$ cat src/source/sv32_pkg.sv
`default_nettype none

package sv32_pkg;

    localparam int PAGE_OFFSET_W = 12;
    localparam int PA_W          = 34;
    localparam int PTE_BYTES     = 4;

    typedef enum logic [1:0] {
        PRV_U = 2'b00,
        PRV_S = 2'b01,
        PRV_M = 2'b11
    } prv_e;

    typedef enum logic [1:0] {
        ACC_READ  = 2'b00,
        ACC_WRITE = 2'b01,
        ACC_EXEC  = 2'b10
    } access_e;

    typedef enum logic {
        MODE_BARE = 1'b0,
        MODE_SV32 = 1'b1
    } satp_mode_e;

    typedef enum logic [1:0] {
        W_IDLE = 2'b00,
        W_REQ  = 2'b01,
        W_PTE  = 2'b10,
        W_DONE = 2'b11
    } walk_state_e;

    typedef struct packed {
        logic [11:0] ppn1;
        logic [9:0]  ppn0;
        logic [1:0]  rsw;
        logic        d;
        logic        a;
        logic        g;
        logic        u;
        logic        x;
        logic        w;
        logic        r;
        logic        v;
    } sv32_pte_t;

    // prv is the effective level after mprv
    typedef struct packed {
        logic [9:0]               vpn1;
        logic [9:0]               vpn0;
        logic [PAGE_OFFSET_W-1:0] offset;
        access_e                  access;
        prv_e                     prv;
        logic                     sum;
        logic                     translate;
    } mmu_req_t;

endpackage

`default_nettype wire

$ cat src/source/mem_rd_pkg.sv
`default_nettype none

package mem_rd_pkg;

    // address phase held until ar_ready
    typedef struct packed {
        logic [sv32_pkg::PA_W-1:0] addr;
        logic                      valid;
    } mem_rd_req_t;

    // single-beat response with rready tied high
    typedef struct packed {
        logic [31:0] data;
        logic        err;
        logic        valid;
    } mem_rd_rsp_t;

endpackage

`default_nettype wire

$ cat src/source/mmu_req_capture.sv
`timescale 1ns/1ps
`default_nettype none

module mmu_req_capture (
    input  wire                     clk,
    input  wire                     rstn,
    input  wire                     va_valid,
    input  wire [31:0]              va,
    input  wire                     access_w,
    input  wire                     access_x,
    input  sv32_pkg::prv_e          prv,
    input  wire                     mprv,
    input  sv32_pkg::prv_e          mpp,
    input  wire                     sum,
    input  sv32_pkg::satp_mode_e    satp_mode,
    input  wire                     busy,
    output logic                    va_ready,
    output logic                    accept,
    output sv32_pkg::mmu_req_t      req_now,
    output sv32_pkg::mmu_req_t      req_held
);

    import sv32_pkg::*;

    access_e access_op;
    prv_e    eff_prv;

    // execute wins over write
    assign access_op = access_x ? ACC_EXEC : (access_w ? ACC_WRITE : ACC_READ);

    // mprv does not apply to fetches
    assign eff_prv = (mprv && access_op != ACC_EXEC) ? mpp : prv;

    assign va_ready = ~busy;
    assign accept   = va_valid & va_ready;

    always_comb begin
        req_now.vpn1      = va[31:22];
        req_now.vpn0      = va[21:12];
        req_now.offset    = va[PAGE_OFFSET_W-1:0];
        req_now.access    = access_op;
        req_now.prv       = eff_prv;
        req_now.sum       = sum;
        req_now.translate = (eff_prv != PRV_M) && (satp_mode == MODE_SV32);
    end

    // kept for the walk and the result
    always_ff @(posedge clk or negedge rstn) begin
        if (!rstn) begin
            req_held <= '0;
        end else if (accept) begin
            req_held <= req_now;
        end
    end

endmodule

`default_nettype wire

$ cat src/source/mmu_last_entry.sv
`timescale 1ns/1ps
`default_nettype none

module mmu_last_entry (
    input  wire                     clk,
    input  wire                     rstn,
    input  sv32_pkg::mmu_req_t      req_now,
    input  wire                     flush,
    input  wire                     fill,
    input  wire [9:0]               fill_vpn1,
    input  wire [9:0]               fill_vpn0,
    input  wire                     fill_super,
    input  sv32_pkg::sv32_pte_t     fill_pte,
    output logic                    hit,
    output sv32_pkg::sv32_pte_t     hit_pte,
    output logic                    hit_super
);

    import sv32_pkg::*;

    logic      entry_valid;
    logic [9:0] entry_vpn1;
    logic [9:0] entry_vpn0;
    logic      entry_super;
    sv32_pte_t entry_pte;
    logic      vpn1_match;
    logic      vpn0_match;

    always_ff @(posedge clk or negedge rstn) begin
        if (!rstn) begin
            entry_valid <= 1'b0;
        end else if (flush) begin
            entry_valid <= 1'b0;
        end else if (fill) begin
            entry_valid <= 1'b1;
        end
    end

    always_ff @(posedge clk) begin
        if (fill) begin
            entry_vpn1  <= fill_vpn1;
            entry_vpn0  <= fill_vpn0;
            entry_super <= fill_super;
            entry_pte   <= fill_pte;
        end
    end

    assign vpn1_match = (entry_vpn1 == req_now.vpn1);
    // a superpage covers every vpn0
    assign vpn0_match = entry_super || (entry_vpn0 == req_now.vpn0);

    assign hit       = entry_valid && req_now.translate && vpn1_match && vpn0_match;
    assign hit_pte   = entry_pte;
    assign hit_super = entry_super;

endmodule

`default_nettype wire

$ cat src/source/mmu_pte_check.sv
`timescale 1ns/1ps
`default_nettype none

module mmu_pte_check (
    input  sv32_pkg::sv32_pte_t pte,
    input  wire                 level0,
    input  sv32_pkg::mmu_req_t  req,
    output logic                leaf,
    output logic                fault
);

    import sv32_pkg::*;

    logic is_exec;
    logic is_write;
    logic is_read;
    logic bad_format;
    logic misaligned;
    logic perm_bad;
    logic priv_bad;
    logic ad_bad;

    assign is_exec  = (req.access == ACC_EXEC);
    assign is_write = (req.access == ACC_WRITE);
    assign is_read  = (req.access == ACC_READ);

    assign leaf = pte.v && (pte.r || pte.x);

    // pointer at level 0 is also malformed
    assign bad_format = !pte.v || (pte.w && !pte.r) || (!leaf && level0);

    // superpage must be 4 MiB aligned
    assign misaligned = !level0 && (|pte.ppn0);

    assign perm_bad = (is_exec && !pte.x) || (is_read && !pte.r) || (is_write && !pte.w);

    assign priv_bad = (req.prv == PRV_U && !pte.u) ||
                      (req.prv == PRV_S && pte.u && (!req.sum || is_exec));

    // no hardware a/d update
    assign ad_bad = !pte.a || (is_write && !pte.d);

    assign fault = bad_format || (leaf && (misaligned || perm_bad || priv_bad || ad_bad));

endmodule

`default_nettype wire

$ cat src/source/mmu_walker.sv
`timescale 1ns/1ps
`default_nettype none

module mmu_walker (
    input  wire                         clk,
    input  wire                         rstn,
    input  wire                         start,
    input  sv32_pkg::mmu_req_t          req,
    input  wire [21:0]                  satp_ppn,
    input  wire                         ar_ready,
    input  mem_rd_pkg::mem_rd_rsp_t     rd_rsp,
    output mem_rd_pkg::mem_rd_req_t     rd_req,
    output logic                        busy,
    output logic                        done,
    output sv32_pkg::sv32_pte_t         done_pte,
    output logic                        done_super,
    output logic                        page_fault,
    output logic                        bus_err,
    output logic                        fill
);

    import sv32_pkg::*;

    walk_state_e state;
    logic        level0;
    logic        ar_sent;
    logic [21:0] table_ppn;
    sv32_pte_t   pte_q;
    logic        fault_q;
    logic        bus_err_q;
    logic [9:0]  vpn_idx;
    logic        rsp_ok;
    logic        pte_leaf;
    logic        pte_fault;

    mmu_pte_check u_pte_check (
        .pte    (pte_q),
        .level0 (level0),
        .req    (req),
        .leaf   (pte_leaf),
        .fault  (pte_fault)
    );

    assign vpn_idx = level0 ? req.vpn0 : req.vpn1;

    always_comb begin
        rd_req.addr  = {table_ppn, {PAGE_OFFSET_W{1'b0}}} + PA_W'(vpn_idx * PTE_BYTES);
        rd_req.valid = (state == W_REQ) && !ar_sent;
    end

    // only count a response once the address went out
    assign rsp_ok = rd_rsp.valid && ar_sent;

    always_ff @(posedge clk or negedge rstn) begin
        if (!rstn) begin
            state     <= W_IDLE;
            level0    <= 1'b0;
            ar_sent   <= 1'b0;
            fault_q   <= 1'b0;
            bus_err_q <= 1'b0;
        end else begin
            case (state)
                W_IDLE: begin
                    if (start) begin
                        state     <= W_REQ;
                        level0    <= 1'b0;
                        fault_q   <= 1'b0;
                        bus_err_q <= 1'b0;
                    end
                end
                W_REQ: begin
                    if (rd_req.valid && ar_ready) begin
                        ar_sent <= 1'b1;
                    end
                    if (rsp_ok) begin
                        ar_sent   <= 1'b0;
                        bus_err_q <= rd_rsp.err;
                        state     <= rd_rsp.err ? W_DONE : W_PTE;
                    end
                end
                W_PTE: begin
                    if (pte_fault) begin
                        fault_q <= 1'b1;
                        state   <= W_DONE;
                    end else if (pte_leaf) begin
                        state <= W_DONE;
                    end else begin
                        // descend to the second level
                        level0 <= 1'b1;
                        state  <= W_REQ;
                    end
                end
                default: begin
                    state <= W_IDLE;
                end
            endcase
        end
    end

    always_ff @(posedge clk) begin
        if (state == W_IDLE && start) begin
            table_ppn <= satp_ppn;
        end else if (state == W_PTE && !pte_fault && !pte_leaf) begin
            table_ppn <= {pte_q.ppn1, pte_q.ppn0};
        end
        if (state == W_REQ && rsp_ok && !rd_rsp.err) begin
            pte_q <= sv32_pte_t'(rd_rsp.data);
        end
    end

    assign busy       = (state != W_IDLE);
    assign done       = (state == W_DONE);
    assign done_pte   = pte_q;
    assign done_super = !level0;
    assign page_fault = fault_q;
    assign bus_err    = bus_err_q;
    // reaching done without an error means a good leaf
    assign fill       = done && !fault_q && !bus_err_q;

endmodule

`default_nettype wire

$ cat src/source/mmu_result.sv
`timescale 1ns/1ps
`default_nettype none

module mmu_result (
    input  wire                         clk,
    input  wire                         rstn,
    input  wire                         direct,
    input  sv32_pkg::mmu_req_t          direct_req,
    input  sv32_pkg::sv32_pte_t         direct_pte,
    input  wire                         direct_super,
    input  wire                         direct_fault,
    input  wire                         walk_done,
    input  sv32_pkg::mmu_req_t          walk_req,
    input  sv32_pkg::sv32_pte_t         walk_pte,
    input  wire                         walk_super,
    input  wire                         page_fault,
    input  wire                         bus_err,
    output logic                        pa_valid,
    output logic [sv32_pkg::PA_W-1:0]   pa,
    output logic [1:0]                  pa_bad
);

    import sv32_pkg::*;

    mmu_req_t        sel_req;
    sv32_pte_t       sel_pte;
    logic            sel_super;
    logic            sel_fault;
    logic            sel_berr;
    logic [PA_W-1:0] pa_d;

    // direct and walk strobes never overlap
    assign sel_req   = direct ? direct_req   : walk_req;
    assign sel_pte   = direct ? direct_pte   : walk_pte;
    assign sel_super = direct ? direct_super : walk_super;
    assign sel_fault = direct ? direct_fault : page_fault;
    assign sel_berr  = direct ? 1'b0         : bus_err;

    always_comb begin
        if (!sel_req.translate) begin
            pa_d = {2'b00, sel_req.vpn1, sel_req.vpn0, sel_req.offset};
        end else if (sel_super) begin
            pa_d = {sel_pte.ppn1, sel_req.vpn0, sel_req.offset};
        end else begin
            pa_d = {sel_pte.ppn1, sel_pte.ppn0, sel_req.offset};
        end
    end

    always_ff @(posedge clk or negedge rstn) begin
        if (!rstn) begin
            pa_valid <= 1'b0;
        end else begin
            pa_valid <= direct || walk_done;
        end
    end

    // bus error only reported without a page fault
    always_ff @(posedge clk) begin
        if (direct || walk_done) begin
            pa     <= pa_d;
            pa_bad <= {sel_berr && !sel_fault, sel_fault};
        end
    end

endmodule

`default_nettype wire

$ cat src/source/mmu_top.sv
`timescale 1ns/1ps
`default_nettype none

module mmu_top (
    input  wire                         clk,
    input  wire                         rstn,
    input  wire                         va_valid,
    input  wire [31:0]                  va,
    input  wire                         access_w,
    input  wire                         access_x,
    input  sv32_pkg::prv_e              prv,
    input  wire                         mprv,
    input  sv32_pkg::prv_e              mpp,
    input  wire                         sum,
    input  sv32_pkg::satp_mode_e        satp_mode,
    input  wire [21:0]                  satp_ppn,
    input  wire                         flush,
    input  wire                         mem_rd_ar_ready,
    input  mem_rd_pkg::mem_rd_rsp_t     mem_rd_rsp,
    output logic                        va_ready,
    output mem_rd_pkg::mem_rd_req_t     mem_rd_req,
    output logic                        pa_valid,
    output logic [sv32_pkg::PA_W-1:0]   pa,
    output logic [1:0]                  pa_bad
);

    import sv32_pkg::*;

    logic      accept;
    logic      busy;
    mmu_req_t  req_now;
    mmu_req_t  req_held;
    logic      hit;
    sv32_pte_t hit_pte;
    logic      hit_super;
    logic      hit_fault;
    logic      walk_start;
    logic      direct;
    logic      direct_fault;
    logic      walk_done;
    sv32_pte_t walk_pte;
    logic      walk_super;
    logic      walk_page_fault;
    logic      walk_bus_err;
    logic      walk_fill;

    mmu_req_capture u_capture (
        .clk       (clk),
        .rstn      (rstn),
        .va_valid  (va_valid),
        .va        (va),
        .access_w  (access_w),
        .access_x  (access_x),
        .prv       (prv),
        .mprv      (mprv),
        .mpp       (mpp),
        .sum       (sum),
        .satp_mode (satp_mode),
        .busy      (busy),
        .va_ready  (va_ready),
        .accept    (accept),
        .req_now   (req_now),
        .req_held  (req_held)
    );

    mmu_last_entry u_last_entry (
        .clk        (clk),
        .rstn       (rstn),
        .req_now    (req_now),
        .flush      (flush),
        .fill       (walk_fill),
        .fill_vpn1  (req_held.vpn1),
        .fill_vpn0  (req_held.vpn0),
        .fill_super (walk_super),
        .fill_pte   (walk_pte),
        .hit        (hit),
        .hit_pte    (hit_pte),
        .hit_super  (hit_super)
    );

    // permissions of the cached leaf are rechecked per access
    mmu_pte_check u_hit_check (
        .pte    (hit_pte),
        .level0 (!hit_super),
        .req    (req_now),
        .leaf   (),
        .fault  (hit_fault)
    );

    assign walk_start   = accept && req_now.translate && !hit;
    assign direct       = accept && (!req_now.translate || hit);
    assign direct_fault = hit && hit_fault;

    mmu_walker u_walker (
        .clk        (clk),
        .rstn       (rstn),
        .start      (walk_start),
        .req        (req_held),
        .satp_ppn   (satp_ppn),
        .ar_ready   (mem_rd_ar_ready),
        .rd_rsp     (mem_rd_rsp),
        .rd_req     (mem_rd_req),
        .busy       (busy),
        .done       (walk_done),
        .done_pte   (walk_pte),
        .done_super (walk_super),
        .page_fault (walk_page_fault),
        .bus_err    (walk_bus_err),
        .fill       (walk_fill)
    );

    mmu_result u_result (
        .clk          (clk),
        .rstn         (rstn),
        .direct       (direct),
        .direct_req   (req_now),
        .direct_pte   (hit_pte),
        .direct_super (hit_super),
        .direct_fault (direct_fault),
        .walk_done    (walk_done),
        .walk_req     (req_held),
        .walk_pte     (walk_pte),
        .walk_super   (walk_super),
        .page_fault   (walk_page_fault),
        .bus_err      (walk_bus_err),
        .pa_valid     (pa_valid),
        .pa           (pa),
        .pa_bad       (pa_bad)
    );

endmodule

`default_nettype wire

$ cat config.mk
export PLATFORM = sky130hd
export DESIGN_NAME = mmu_top
export DESIGN_NICKNAME = d
export VERILOG_FILES = /design/src/source/sv32_pkg.sv /design/src/source/mem_rd_pkg.sv /design/src/source/mmu_req_capture.sv /design/src/source/mmu_last_entry.sv /design/src/source/mmu_pte_check.sv /design/src/source/mmu_walker.sv /design/src/source/mmu_result.sv /design/src/source/mmu_top.sv
export SDC_FILE = /design/constraint.sdc
export NUM_CORES = 1
export LEC_CHECK = 0
export BUFFER_PORTS_ARGS = -buffer_cell sky130_fd_sc_hd__buf_2
export CORE_UTILIZATION = 49
export DETAILED_ROUTE_END_ITERATION = 10
export GPL_TIMING_DRIVEN = 1
export PLACE_DENSITY = 0.76
export SYNTH_ARGS = -nofsm -noshare
export SYNTH_HDL_FRONTEND = slang
export SYNTH_SLANG_ARGS = --single-unit
$ cat constraint.sdc
create_clock -name clk -period 4.05 [get_ports clk]
set_input_delay 0.2025 -clock clk [delete_from_list [all_inputs] [get_ports clk]]
set_output_delay 0.2025 -clock clk [all_outputs]
set_load 0.01 [all_outputs]
==> results.sh, run 1 <==
export IMPL_io_pins=175
export IMPL_crit_type="input pin to flop"
export IMPL_clkSinkCount=183
export IMPL_die_h_um=128
export IMPL_hold_viol_final=10
export IMPL_synth_flop_cell="edfxtp_1"
export IMPL_start_util_pct=50.8
export IMPL_fin_nets=884
export IMPL_fin_crit_sh_pct=68.6
export IMPL_gp_congestion=0.873
export IMPL_cp_end_kind="flop"
export IMPL_whs_ns=-0.0177
export IMPL_tritoncts="done"
export IMPL_via_per_inst=5.36
export IMPL_yosys_area_top_type="edfxtp_1"
export IMPL_synth_edf_count=137
export IMPL_p_per_area_mw_per_mm2=645
export IMPL_layout_min_cycle_time_ns=2.78
export IMPL_total_leakage_power_nw=4.14
export IMPL_routed_wl_met2_um=9400
export IMPL_cp_data_required_time_ns=4.21
export IMPL_drc=0
export IMPL_crit_chain="dlygate4sd3_1 -> buf_2 -> xnor2_1 -> nand4_1 -> nor3_1 -> nand3_1 -> mux2_1"
export IMPL_yosysTopAreaCellShare_pct=52.5
export IMPL_routed_wl_um=19100
export IMPL_regArea_mm2=0.00527
export IMPL_cp_buffers_inverters=2
export IMPL_syn_inst=568
export IMPL_wirelength_met1_um=7970
export IMPL_grtUsageTotal_pct=24.0
export IMPL_yosysWarnings=0
export IMPL_dr_pass1_iters=5
export IMPL_avgSynthCellArea_um2=13.8
export IMPL_wl_per_cell_um=19.0
export IMPL_finalSetupTns_ns=0
export IMPL_synth_area_leaders="edfxtp_1, dfrtp_1, nand2_1"
export IMPL_crit_fanout=13
export IMPL_grt_pass1_vias=5528
export IMPL_fillCellCount=1162
export IMPL_cts_buffers=17
export IMPL_die_w_um=128
export IMPL_clock_fmax_ghz=0.360
export IMPL_grt_pass1_wl_um=29300
export IMPL_drt_initial_drc_count=434
export IMPL_syn_area_mm2=0.00784
export IMPL_startpoint_type="input pin"
export IMPL_worstMarginPinSlew_ns=1.13
export IMPL_maxCapViolations=0
export IMPL_antenna_found_initial=2
export IMPL_setup_viol=0
export IMPL_critical_path_arrival_ns=2.94
export IMPL_root_buffer="clkbuf_16"
export IMPL_ys_types=53
export IMPL_p_total_mw=6.40
export IMPL_grt_max_degree=52
export IMPL_relSlewSlack_pct=25.0
export IMPL_area_growth_pct=26.7
export IMPL_rows=45
export IMPL_cts_resized=0
export IMPL_violations="negative hold slack"
export IMPL_crit_slowest_cell="nand3_1"
export IMPL_clk_transition_reported_paths_ns=0.06
export IMPL_vdd_drop_max_mv=0.344
export IMPL_ys_seq_area_share_pct=67.2
export IMPL_post_dp_hpwl_um=12600
export IMPL_final_antenna_net_count=0
export IMPL_synth_common_cells="edfxtp_1, nand2_1, dfrtp_1, mux2_2, mux2i_1"
export IMPL_utilization_pct=64.3
export IMPL_finalMaxSlewViolations=0
export IMPL_ys_ff_latch=183
export IMPL_route_met3_wl_um=1340
export IMPL_drive_above_1_share_pct=34.0
export IMPL_clock_path_buffers=2
export IMPL_num_vias=5405
export IMPL_rsz0062_at_grt="no"
export IMPL_status="complete, but fails checks"
export IMPL_core_area_mm2=0.0154
export IMPL_async_flop_share_pct=25.1
export IMPL_numPortBuffers=169
export IMPL_overflow=0
export IMPL_skew_ns=0.0130
export IMPL_critPathTopFamily="simple AND/OR/NAND/NOR gates"
export IMPL_die_area_mm2=0.0165
export IMPL_hold_path_class="input pin to async pin"
export IMPL_multi_input_area_mm2=0.00241
export IMPL_topRoutingLayerUsed="met4"
export IMPL_yosysMostFrequentCell="edfxtp_1"
export IMPL_max_stage_delay_ns=0.72
export IMPL_clk_latency_ns=0.43
export IMPL_cts_htree_levels=4
==> layer usage <==
metal | up-vias | GRT usage (%)
li1 | 2496 | -
met5 | - | 0
met2 | 242 | 38.7
met4 | 0 | 10.4
met3 | 31 | 5.95
met1 | 2636 | 31.0
==> layout make-up <==
type,count,share of cell area [%]
sequential,183,53.0
multi-input combinational,346,24.2
timing repair buffer,219,13.4
clock buffer,18,4.32
tap,211,2.66
clock inverter,14,1.73
inverter,15,0.567
antenna,2,0.0504
==> cells by family after synthesis <==
family,synth area share (%)
xor gates and xnor gates,2.35
other,0.0479
AOI/OAI and AO/OA,5.21
buffers and inverters,2.51
muxes,11.6
DFF,67.2
and+or+nand+nor,11.1
==> worst register-to-register path, stage by stage (launching register included) <==
cell     delay (ns)
dfrtp_1        0.49
nor2_1         0.20
nand2_1        0.12
nor2_1         0.32
o21a_2         0.57
buf_4          0.38
mux2_2         0.39
==> timing repair <==
action / 4_1_cts / 5_1_grt
setup buffers: 0 / 0
hold endpoints to repair: 43 / 0
hold buffers: 43 / 0
==> where the power goes <==
part	internal (mW)	switching, mW
sequential	2.65	0.378
clock	0.976	0.714
combinational	0.730	0.947
==> sequential cells by signal (all words and copies together) (netlist names) <==
register,count
u_last_entry.hit_super,1
u_walker.level0,1
u_result.pa_bad,2
u_walker.page_fault,1
u_walker.table_ppn,22
u_last_entry.entry_vpn0,10
u_result.pa_valid,1
u_walker.ar_sent,1
u_result.pa,34
u_last_entry.entry_valid,1
u_last_entry.entry_vpn1,10
u_walker.state,2
u_walker.bus_err,1
u_last_entry.hit_pte,29
u_walker.done_pte,29
u_capture.req_held,38
==> cells in the final DEF, fill, tap and decap left out, types with 8 or more instances in the layout <==
master,Yosys,final
nand2_1,119,118
o21ai_0,16,16
xor2_1,9,9
nor2_1,9,8
edfxtp_1,137,137
dfrtp_1,46,46
mux2i_1,21,21
buf_2,3,169
mux2_2,36,36
clkbuf_16,0,17
a221oi_1,10,10
dlygate4sd3_1,0,43
xnor2_1,12,12
nand3_1,14,14
a21oi_1,14,14
inv_1,15,15
mux2_4,15,15
==> stage by stage <==
stage          area [um^2]  worst slack, ns  hold slack, ns  instances
2_1_floorplan         7840             1.12         -0.0931        569
6_report              9930             1.27         -0.0177       1008
3_3_place_gp          8890             1.12           0.379        931
3_5_place_dp          8890             1.02           0.381        931
4_1_cts               9920             1.34        0.000287       1006
5_1_grt               9930             1.17         0.00139       1008
==> path summary, 6_finish.rpt <==
path	start	endpoint	slack [ns]	cells after the start
worst min register to register	u_walker.done_pte[6]$_DFFE_PP_	u_last_entry.hit_pte[6]$_DFFE_PP_	0.47	0
worst max-delay path	va[26]	u_result.pa[26]$_DFFE_PP_	1.27	7
worst min-delay path	rstn	u_capture.req_held[8]$_DFFE_PN0P_	-0.02	1
max in group asynchronous	rstn	u_capture.req_held[35]$_DFFE_PN0P_	3.36	1
min in group clk	va[4]	u_capture.req_held[10]$_DFFE_PN0P_	0.01	3
worst max register to register	u_walker.state[1]$_DFFE_PN0P_	u_walker.table_ppn[4]$_DFFE_PP_	1.32	6
(Power assumes the default switching activity.)
==> run 2, diff against run 1 <==
--- a/config.mk
+++ b/config.mk
@@ -6,10 +6,10 @@
 export NUM_CORES = 1
 export LEC_CHECK = 0
 export BUFFER_PORTS_ARGS = -buffer_cell sky130_fd_sc_hd__buf_2
-export CORE_UTILIZATION = 49
+export CORE_UTILIZATION = 54
 export DETAILED_ROUTE_END_ITERATION = 10
 export GPL_TIMING_DRIVEN = 1
-export PLACE_DENSITY = 0.76
+export PLACE_DENSITY = 0.8
 export SYNTH_ARGS = -nofsm -noshare
 export SYNTH_HDL_FRONTEND = slang
 export SYNTH_SLANG_ARGS = --single-unit
==> constraint.sdc (replaced) <==
create_clock -name clk -period 2.9 [get_ports clk]
set_input_delay 0.145 -clock clk [delete_from_list [all_inputs] [get_ports clk]]
set_output_delay 0.145 -clock clk [all_outputs]
set_load 0.01 [all_outputs]
==> run 2 against run 1 <==
The run now ends clean. Sequential power rose by 39%. Sequential share of layout area fell by 1.4 points. Global-route usage rose by 3.1 points. Count of clock-buffer cells in the layout did not move.
==> results.sh, run 2 (synthesized netlist as in run 1, its figures left out) <==
export IMPL_status="finished clean"
export IMPL_final_antenna_net_count=0
export IMPL_clock_fmax_ghz=0.411
export IMPL_finalSetupTns_ns=0
export IMPL_crit_fanout=12
export IMPL_post_dp_hpwl_um=12800
export IMPL_total_leakage_power_nw=4.29
export IMPL_maxCapViolations=0
export IMPL_drt_initial_drc_count=433
export IMPL_startpoint="va[20]"
export IMPL_vdd_drop_max_mv=0.513
export IMPL_cts_htree_levels=4
export IMPL_relSlewSlack_pct=25.4
export IMPL_area_growth_pct=30.1
export IMPL_finalMaxSlewViolations=0
export IMPL_fin_crit_sh_pct=83.8
export IMPL_cp_end_kind="flop"
export IMPL_multi_input_area_mm2=0.00240
export IMPL_worst_r2r_endpoint="u_result.pa[32]$_SDFFCE_PN0P_"
export IMPL_cp_buffers_inverters=4
export IMPL_final_common_cell="buf_2"
export IMPL_grtUsageTotal_pct=27.1
export IMPL_rsz0062_at_grt="no"
export IMPL_wl_per_cell_um=19.1
export IMPL_fillCellCount=896
export IMPL_via_per_inst=5.61
export IMPL_hold_path_class="input pin to flop"
export IMPL_critPathTopFamily="buffers and inverters"
export IMPL_top_register="u_capture.req_held"
export IMPL_intPower_mw=6.10
export IMPL_hold_viol_final=0
export IMPL_routed_wl_um=19300
export IMPL_cts_setup_buffers=0
export IMPL_power_switching_fraction_pct=32.1
export IMPL_gp_congestion=0.836
export IMPL_p_comb_share_pct=27.5
export IMPL_clkPwrFrac_pct=25.6
export IMPL_power_frac_seq_pct=46.9
export IMPL_tritoncts="done"
export IMPL_holdBufCountCts=66
export IMPL_numPortBuffers=169
export IMPL_antennaDiodeCount=0
export IMPL_clkSinkCount=183
export IMPL_startpoint_type="input pin"
export IMPL_die_w_um=122
export IMPL_core_area_mm2=0.0140
export IMPL_antenna_found_initial=0
export IMPL_fin_nets=917
export IMPL_io_pins=175
export IMPL_crit_chain="dlygate4sd3_1 -> buf_2 -> xor2_1 -> nor4_2 -> a41o_1 -> a31oi_2 -> buf_4 -> nand2_2 -> buf_4"
export IMPL_final_area_mm2=0.0102
export IMPL_drc=0
export IMPL_p_per_area_mw_per_mm2=882
export IMPL_clock_path_buffers=2
export IMPL_reg_largest_list="u_capture.req_held: 38 flops, u_result.pa: 34 flops"
export IMPL_max_stage_delay_ns=0.54
export IMPL_mostFrequentLayoutCells="buf_2, edfxtp_1, nand2_1"
export IMPL_crit_end="u_result.pa[32]$_SDFFCE_PN0P_"
export IMPL_die_area_mm2=0.0150
export IMPL_drive_above_1_share_pct=33.7
export IMPL_setup_viol=0
export IMPL_grt_max_degree=47
export IMPL_reg2reg_depth=7
export IMPL_grt_pass1_wl_um=30000
export IMPL_crit_type="input pin to flop"
export IMPL_cts_buffers=17
export IMPL_rr_startpoint="u_last_entry.entry_vpn1[7]$_DFFE_PP_"
export IMPL_crit_slowest_cell="dlygate4sd3_1"
export IMPL_root_buffer="clkbuf_16"
export IMPL_skew_ns=0.00924
export IMPL_critical_path_arrival_ns=2.57
export IMPL_cp_data_required_time_ns=3.04
export IMPL_die_h_um=122
export IMPL_switchingPower_mw=2.89
export IMPL_dr_pass1_iters=5
export IMPL_grt_pass1_vias=5884
export IMPL_regArea_mm2=0.00527
export IMPL_num_vias=5653
export IMPL_critPathMostFrequentCell="buf_4"
export IMPL_rows=43
export IMPL_placed_area_mm2=0.00894
export IMPL_largest_reg_flops=38
export IMPL_overflow=0
export IMPL_cts_resized=0
export IMPL_clk_transition_reported_paths_ns=0.07
export IMPL_clk_latency_ns=0.43
export IMPL_layout_min_cycle_time_ns=2.43
export IMPL_start_util_pct=55.8
export IMPL_r2r_slack_ns=0.47
export IMPL_cp_depth=9
export IMPL_worstMarginPinSlew_ns=1.12
==> run 2: final cells by class <==
| class | instances | share of cell area, % |
|---|---|---|
| timing repair buffer | 252 | 16.3 |
| multi-input combinational | 346 | 23.5 |
| inverter | 15 | 0.552 |
| sequential | 183 | 51.7 |
| tap | 180 | 2.21 |
| clock inverter | 14 | 1.46 |
| clock buffer | 18 | 4.31 |
==> run 2: power by group through the flow <==
| stage | combinational, mW | sequential (mW) | clock [mW] |
|---|---|---|---|
| final | 2.47 | 4.21 | 2.31 |
| after global routing | 2.70 | 4.28 | 2.43 |
| after CTS | 2.47 | 4.20 | 2.32 |
| after detailed placement | 2.37 | 4.24 | 0 |
| after global placement | 2.27 | 4.20 | 0 |
| after floorplan | 1.46 | 4.16 | 0 |
==> run 2: how the worst min path moves through the flow <==
| stage | from | endpoint | slack (ns) | cells past startpoint |
|---|---|---|---|---|
| 2_1_floorplan | rstn | u_capture.req_held[0]$_DFFE_PN0P_ | -0.15 | 0 |
| 3_3_place_gp | flush | u_last_entry.entry_valid$_DFFE_PN0P_ | 0.30 | 2 |
| 3_5_place_dp | flush | u_last_entry.entry_valid$_DFFE_PN0P_ | 0.31 | 2 |
| 4_1_cts | mpp[0] | u_capture.req_held[2]$_DFFE_PN0P_ | 0.0009 | 3 |
| 5_1_grt | satp_ppn[15] | u_walker.table_ppn[15]$_DFFE_PP_ | 0.008 | 2 |
| 6_report | satp_ppn[17] | u_walker.table_ppn[17]$_DFFE_PP_ | 0.01 | 2 |
==> run 2: metrics by stage <==
stage          hold WS (ns)  instances  setup slack, ns  power [mW]  utilization, %
6_report             0.0111       1008            0.469        8.99            72.6
5_1_grt             0.00795       1008            0.374        9.41            72.6
4_1_cts            0.000944       1008            0.474        8.99            72.6
3_5_place_dp          0.314        910            0.525        6.61            63.7
3_3_place_gp          0.301        910            0.577        6.47            63.7
2_1_floorplan        -0.151        569            0.274        5.62               -
==> run 2: worst register-to-register path: stages (launching register included) <==
cell	delay, ns
edfxtp_1	0.41
xnor2_1	0.31
nand4_1	0.14
nor3_1	0.33
a31oi_2	0.16
buf_4	0.22
nand2_2	0.30
buf_4	0.25
==> run 2: layer usage <==
layer / vias up / part of all wire [%] / track usage (%)
li1: 2564 / - / -
met1: 2773 / 40 / 33.8
met2: 280 / 50 / 44.9
met3: 36 / 7.6 / 6.37
met4: 0 / 2.4 / 12.5
met5: - / 0 / 0
